==> config.mk <==
export PLATFORM = sky130hd
export DESIGN_NAME = fetch_top
export DESIGN_NICKNAME = d
export VERILOG_FILES = /design/src/rtl/fetch_pkg.sv /design/src/rtl/cla_16b.sv /design/src/rtl/fetch.sv /design/src/rtl/fetch_top.sv /design/src/rtl/stall_mem.sv
export VERILOG_INCLUDE_DIRS = /design/src /design/src/rtl
export SDC_FILE = /design/constraint.sdc
export NUM_CORES = 1
export LEC_CHECK = 0
export ABC_CLOCK_PERIOD_IN_PS = 5500
export BUFFER_PORTS_ARGS = -buffer_cell sky130_fd_sc_hd__buf_2
export CAP_MARGIN = 15
export CORE_MARGIN = 2
export CORE_UTILIZATION = 40
export CTS_CLUSTER_SIZE = 8
export DETAILED_ROUTE_END_ITERATION = 10
export GPL_TIMING_DRIVEN = 0
export PLACE_DENSITY_LB_ADDON = 0.15
export SYNTH_ARGS = -nofsm -noshare
export SYNTH_HDL_FRONTEND = slang
export SYNTH_SLANG_ARGS = --single-unit
==> constraint.sdc <==
create_clock -name clk -period 5.5 [get_ports clk]
set_input_delay 1.1 -clock clk [delete_from_list [all_inputs] [get_ports clk]]
set_output_delay 1.1 -clock clk [all_outputs]
set_load 0.005 [all_outputs]
==> src/rtl/fetch_defines.svh <==
/*
    Fetch stage constants
    Word width, PC step, instruction memory depth and latency field
*/
`ifndef FETCH_DEFINES_SVH
`define FETCH_DEFINES_SVH

// Word and byte address width
`define FETCH_WIDTH 16

// Bytes per instruction
`define PC_STEP 2

// Instruction memory depth in words, addresses wrap
`define IMEM_WORDS 256

// Low bit of the 2-bit extra latency field, addr[3:2]
`define LAT_LSB 2

`endif

==> src/rtl/fetch_pkg.sv <==
/*
    Fetch package
    Word and address types plus the instruction memory content rule
*/
`include "fetch_defines.svh"

package fetch_pkg;

    typedef logic [`FETCH_WIDTH-1:0] word_t;   // Instruction word
    typedef logic [`FETCH_WIDTH-1:0] addr_t;   // Byte address

    // Content of the instruction word at a given word index
    function automatic word_t imem_word(input int unsigned idx);
        logic [31:0] prod;
        prod = idx * 32'h0000_9E37;           // Scramble the index
        return word_t'(prod[15:0] ^ 16'h0800);
    endfunction

endpackage

==> src/rtl/cla_16b.sv <==
/*
    16-bit carry-lookahead adder
    Four 4-bit lookahead groups joined by a group carry unit
*/
`timescale 1ns/10ps

module cla_16b (
    input  fetch_pkg::addr_t a,
    input  fetch_pkg::addr_t b,
    input  logic             c_in,
    output fetch_pkg::addr_t sum,
    output logic             c_out
);

    logic [15:0] p, g;         // Per-bit propagate and generate
    wire  [15:0] carry;        // Carry into each bit
    wire  [3:0]  grp_p, grp_g; // Group propagate and generate
    logic [3:0]  gc;           // Carry into each group

    assign p = a ^ b;
    assign g = a & b;

    genvar gi;
    generate
        for (gi = 0; gi < 4; gi++) begin : g_grp
            logic [3:0] pp, gg;
            logic [3:0] cc;    // Carries inside the group

            assign pp = p[4*gi +: 4];
            assign gg = g[4*gi +: 4];

            assign cc[0] = gc[gi];
            assign cc[1] = gg[0] | (pp[0] & cc[0]);
            assign cc[2] = gg[1] | (pp[1] & gg[0]) | (pp[1] & pp[0] & cc[0]);
            assign cc[3] = gg[2] | (pp[2] & gg[1]) | (pp[2] & pp[1] & gg[0])
                         | (pp[2] & pp[1] & pp[0] & cc[0]);

            assign grp_p[gi] = &pp;                  // Whole group propagates
            assign grp_g[gi] = gg[3] | (pp[3] & gg[2]) | (pp[3] & pp[2] & gg[1])
                             | (pp[3] & pp[2] & pp[1] & gg[0]);

            assign carry[4*gi +: 4] = cc;
        end
    endgenerate

    // Second lookahead level
    assign gc[0] = c_in;
    assign gc[1] = grp_g[0] | (grp_p[0] & c_in);
    assign gc[2] = grp_g[1] | (grp_p[1] & grp_g[0]) | (grp_p[1] & grp_p[0] & c_in);
    assign gc[3] = grp_g[2] | (grp_p[2] & grp_g[1]) | (grp_p[2] & grp_p[1] & grp_g[0])
                 | (grp_p[2] & grp_p[1] & grp_p[0] & c_in);
    assign c_out = grp_g[3] | (grp_p[3] & grp_g[2]) | (grp_p[3] & grp_p[2] & grp_g[1])
                 | (grp_p[3] & grp_p[2] & grp_p[1] & grp_g[0])
                 | (grp_p[3] & grp_p[2] & grp_p[1] & grp_p[0] & c_in);

    assign sum = p ^ carry;    // Final sum bits

    // Both lookahead levels agree with a plain ripple add
    always_comb begin
        assert final ({c_out, sum} == 17'(a) + 17'(b) + 17'(c_in))
            else $error("cla_16b mismatch a=%h b=%h c_in=%b", a, b, c_in);
    end

endmodule

==> src/rtl/fetch.sv <==
/*
    Instruction fetch stage
    PC register, branch select, PC+2 and hold logic for stalls and halts
*/
`timescale 1ns/10ps
`include "fetch_defines.svh"

module fetch (
    input  logic             clk,
    input  logic             rst_n,
    input  fetch_pkg::addr_t pc_b,        // Target back from execute
    input  logic             branch,
    input  logic             nop,
    input  logic             nop_branch,
    input  logic             halt,
    input  fetch_pkg::word_t data_out,    // Memory read word
    input  logic             done,        // Memory access complete
    input  logic             err,         // Memory alignment error
    output fetch_pkg::addr_t addr,
    output fetch_pkg::word_t instr,
    output fetch_pkg::addr_t pc_next,
    output fetch_pkg::addr_t pc_curr,
    output logic             fetch_stall,
    output logic             err_out
);

    fetch_pkg::addr_t pc;       // PC register
    fetch_pkg::addr_t pc_sum;   // pc_curr + 2
    logic             hold;     // Keep the PC this cycle

    // PC loads every edge, hold is done by the mux
    always_ff @(posedge clk) begin
        if (!rst_n) begin
            pc <= '0;
        end else begin
            pc <= pc_next;
        end
    end

    assign pc_curr = branch ? pc_b : pc;   // Branch wins in the same cycle
    assign addr = pc_curr;

    // Sequential increment, carry out dropped so the PC wraps
    cla_16b pc_add2 (
        .a    (pc_curr),
        .b    (fetch_pkg::addr_t'(`PC_STEP)),
        .c_in (1'b0),
        .sum  (pc_sum),
        .c_out()
    );

    assign fetch_stall = ~done;
    assign hold = nop | nop_branch | halt | fetch_stall;
    assign pc_next = hold ? pc_curr : pc_sum;

    assign instr = data_out;    // Straight from memory
    assign err_out = err;

    // A stalled fetch retried from the same PC clears within three waits
    a_stall_bound: assert property (@(posedge clk) disable iff (!rst_n)
        (fetch_stall && !branch) [*3] |=> (!fetch_stall || branch))
        else $error("fetch stalled on %h beyond three wait cycles", pc);

endmodule

==> src/rtl/fetch_top.sv <==
/*
    Fetch top level
    Fetch stage wired to the stalling instruction memory
*/
`timescale 1ns/10ps

module fetch_top (
    input  logic             clk,
    input  logic             rst_n,
    input  fetch_pkg::addr_t pc_b,
    input  logic             branch,
    input  logic             nop,
    input  logic             nop_branch,
    input  logic             halt,
    output fetch_pkg::word_t instr,
    output fetch_pkg::addr_t pc_curr,
    output fetch_pkg::addr_t pc_next,
    output logic             fetch_stall,
    output logic             err
);

    fetch_pkg::addr_t imem_addr;   // PC into memory
    fetch_pkg::word_t imem_data;
    logic             imem_done;
    logic             imem_err;

    fetch u_fetch (
        .clk        (clk),
        .rst_n      (rst_n),
        .pc_b       (pc_b),
        .branch     (branch),
        .nop        (nop),
        .nop_branch (nop_branch),
        .halt       (halt),
        .data_out   (imem_data),
        .done       (imem_done),
        .err        (imem_err),
        .addr       (imem_addr),
        .instr      (instr),
        .pc_next    (pc_next),
        .pc_curr    (pc_curr),
        .fetch_stall(fetch_stall),
        .err_out    (err)
    );

    stall_mem u_imem (
        .clk     (clk),
        .rst_n   (rst_n),
        .addr    (imem_addr),
        .data_out(imem_data),
        .done    (imem_done),
        .err     (imem_err)
    );

endmodule

==> src/rtl/stall_mem.sv <==
/*
    Read-only instruction memory with address-dependent latency
    Done level closes each access, odd addresses flag an error
*/
`timescale 1ns/10ps
`include "fetch_defines.svh"

module stall_mem (
    input  logic             clk,
    input  logic             rst_n,
    input  fetch_pkg::addr_t addr,
    output fetch_pkg::word_t data_out,
    output logic             done,
    output logic             err
);

    localparam int IDX_W = $clog2(`IMEM_WORDS);   // Word index bits

    fetch_pkg::word_t mem [`IMEM_WORDS];          // Instruction contents

    fetch_pkg::addr_t srv_addr;   // Address being served
    logic             srv_vld;    // Served address is meaningful
    logic [1:0]       cnt;        // Remaining wait cycles
    logic [1:0]       lat;        // Latency field of the current address
    logic             hit;        // Same access as last cycle
    logic [1:0]       cnt_eff;    // Countdown seen this cycle
    logic [IDX_W-1:0] idx;

    assign lat = addr[`LAT_LSB+1:`LAT_LSB];
    assign hit = srv_vld && (addr == srv_addr);
    assign cnt_eff = hit ? cnt : lat;   // New address restarts the count

    assign done = (cnt_eff == 2'd0);    // Latency 0 completes at once
    assign idx = addr[IDX_W:1];         // Byte to word, wraps at depth
    assign data_out = done ? mem[idx] : '0;
    assign err = addr[0];               // Misaligned fetch

    // Load the fixed contents while in reset
    always_ff @(posedge clk) begin
        if (!rst_n) begin
            for (int i = 0; i < `IMEM_WORDS; i++) begin
                mem[i] <= fetch_pkg::imem_word(i);
            end
        end
    end

    always_ff @(posedge clk) begin
        if (!rst_n) begin
            srv_addr <= '0;
            srv_vld  <= 1'b0;                      // Force a fresh access
            cnt      <= 2'd0;
        end else begin
            srv_addr <= addr;
            srv_vld  <= 1'b1;
            cnt      <= done ? 2'd0 : cnt_eff - 2'd1;   // Saturate at zero
        end
    end

    // Any address held for 4 cycles has completed
    a_lat_bound: assert property (@(posedge clk) disable iff (!rst_n)
        hit [*3] |-> done)
        else $error("stall_mem access on %h exceeded 3 wait cycles", addr);

    // A held access never counts past its own latency field
    a_no_underflow: assert property (@(posedge clk) disable iff (!rst_n)
        hit |-> (cnt < lat || cnt == 2'd0))
        else $error("stall_mem countdown wrapped");

endmodule

==> impl_metrics.yaml <==
worst_setup_path:
  max_stage_delay_ns: 0.57
  slowest_stage: "clkbuf_1"
  critPathArrivalTime_ns: 4.45
  end_kind: "output pin"
  path_class: "in2out"
  critPathLaunchType: "input port"
  crit_path_frequent_cell: "buf_8"
  worst-path-max-fanout: 15
  path_cells: "buf_8, buf_8, mux2i_4, buf_4, ha_4, clkbuf_2, clkbuf_1, o21ai_0, o221ai_1, a32oi_1, a22oi_1, buf_2"
  required_ns: 4.40
timing:
  finalCritPeriodShare: 1.01
  hold_viol_final: 0
  relSlewSlack: 0.109
  worst_pin_slew_ns: 1.30
  max_freq_mhz: 180
  drv_slew: 0
  period_needed_ns: 5.55
  worst_slack_ns: -0.0518
  setup_viol_count_final: 3
  fin_worst_skew_ns: 0.00436
route:
  routed_wirelength_um: 36600
  drc_errors: 0
  dr.first_iter.drc_count: 1613
  viasPerCell: 7.37
  ant_nets: 0
  drt_pass1_iterations: 7
  avgRoutedWirePerCell_um: 32.3
  vias: 8346
logic_synthesis:
  syn_inst: 867
  yosysSeqAreaShare: 0.117
  syn_area_sq_um: 5840
  synth-edff-count: 0
  synth_fp_nets: 905
  yosys_register_bits: 34
  synth.avg_cell_area_sq_um: 6.73
  synth.distinct_cells: 72
  ys.flop_type: "dfxtp_1"
  async_flop_share: 0
  yosys_warnings: 0
placed_design:
  dp_hpwl_um: 26200
  place_ws_ns: -1.37
  routabilityCongestion: 1.06
  placement.io_buffers: 66
clock_tree:
  cts_sinks: 34
  h-tree-depth: 2
  cts_tree: "built"
  insertion_delay_ns: 0.28
  cts_root_buf: "clkbuf_16"
  clk_path_buf_depth: 2
  cts_buffers: 5
  clk_transition_reported_paths_ns: 0.05
global_route:
  track_usage: 0.449
  overflow: 0
  grt_pass1_vias: 7705
  antenna_found_initial: 1
  grt_max_degree: 16
  grt_pass1_wl_um: 52400
outcome:
  failed_checks: "setup timing"
  outcome: "finished, violations left"
die:
  die_area_sq_um: 15600
  fp-row-count: 44
  pin_count: 72
  die_h_um: 125
  coreArea_sq_um: 14400
  die_w_um: 125
  start_util: 0.406
worst_hold_path:
  worstHoldPathType: "reg2reg"
final_layout:
  area_delta_synth_final_pct: 18.4
  fill_cells: 1501
  layout-drive-gt1-share: 0.187
  fin_util: 0.481
  multi_input_area_sq_um: 4830
  seqCellArea_sq_um: 681
  nets: 984
power:
  power_density_nw_per_um2: 220
  ir_drop_v: 0.000133
  leakage_nw: 2.65
job:
  timing.max_cap.violations: 0
## layer usage
| layer | vias up | global-route usage | routed length, um |
|---|---|---|---|
| li1 | 3404 | - | - |
| met1 | 3896 | 0.576 | 13800 |
| met2 | 814 | 0.636 | 14100 |
| met3 | 232 | 0.174 | 5660 |
| met4 | 0 | 0.260 | 3020 |
| met5 | - | 0 | 0 |
## cell usage after synthesis, drive strengths merged, types with 16 or more instances
library cell,instances,area share
nor2,83,0.054
nor3,26,0.022
dfxtp,34,0.12
nor2b,20,0.021
o21ai,67,0.057
a211oi,32,0.041
nand2,65,0.042
a21oi,52,0.045
ha,16,0.034
buf,49,0.042
nand3,19,0.016
o211ai,26,0.033
xnor2,27,0.041
inv,24,0.015
and2,33,0.035
clkbuf,51,0.033
mux2i,44,0.080
## per-stage QoR
step	setup TNS, ns	hold slack, ns	cells	total power [mW]	area [sq um]
CTS	0	0.562	1128	1.44	6820
detailed placement	-14.74	0.557	1118	1.13	6400
global placement	-19.24	0.538	1117	1.15	6400
global route	-0.0363	0.600	1131	1.55	6910
finish	-0.0913	0.560	1132	1.52	6910
floorplan	0	0.517	867	0.795	5840
## power breakdown
group	leakage [nW]	switching [mW]	internal, mW
clock network	0.0729	0.101	0.179
logic	2.30	0.666	0.302
registers	0.281	0.00957	0.263
total	2.65	0.777	0.743
## path summary, 6_finish.rpt
path	slack (ns)	cells past startpoint	startpoint	end
setup / recovery	-0.05	12	branch	instr[7]
hold / removal	0.56	2	u_fetch.pc[14]	u_imem.srv_addr[14]
setup reg to reg	1.75	14	u_fetch.pc[3]	u_fetch.pc[12]
hold reg to reg	0.56	2	u_fetch.pc[14]	u_imem.srv_addr[14]
## sequential cells by signal (all words and copies together), names as in the netlist
signal	cells
u_imem.cnt	2
u_imem.srv_vld	1
u_fetch.pc	16
u_imem.srv_addr	15
## what timing repair did
action                                  CTS  global route
setup buffers                             7             4
endpoints found under the setup margin   27            15
pin swaps                                 4             3
resized for setup                        64            18
hold buffers                              0             0
## cell type report
| type | count | area share |
|---|---|---|
| clock buffers | 6 | 0.0201 |
| multi-input cells | 706 | 0.699 |
| clock inverters | 2 | 0.00181 |
| plain buffers | 94 | 0.0711 |
| flip-flops and latches | 34 | 0.0985 |
| well taps | 184 | 0.0333 |
| inverters | 27 | 0.0150 |
| repair buffers | 78 | 0.0605 |
| diodes | 1 | 0.000362 |
## layout by cell type, fill, tap and decap left out, types with 14 or more instances in the layout
cell / count
inv_1: 21
buf_2: 91
nor3_1: 24
buf_4: 17
a21oi_1: 52
nor2_1: 82
a211oi_1: 31
nand2_1: 64
clkbuf_1: 35
dfxtp_1: 34
nand2b_1: 14
a31oi_1: 14
nand3_1: 19
mux2i_1: 32
and2_1: 33
o21ai_0: 67
nor2b_1: 20
xnor2_1: 27
o211ai_1: 26
## worst max-delay path, delay by kind of cell
kind / cells / cell delay, ns
buf+inv: 6 / 1.85
compound gates: 4 / 0.84
mux: 1 / 0.32
fa+ha+maj: 1 / 0.29
## kinds of logic after synthesis
family / after synthesis / share of synthesized area
compound gates: 310 / 0.365
simple gates: 299 / 0.253
buf+inv: 127 / 0.0922
mux: 51 / 0.0932
flops: 34 / 0.117
xor+xnor: 29 / 0.0435
fa+ha+maj: 17 / 0.0360
Power figures use the tool's default switching activity.
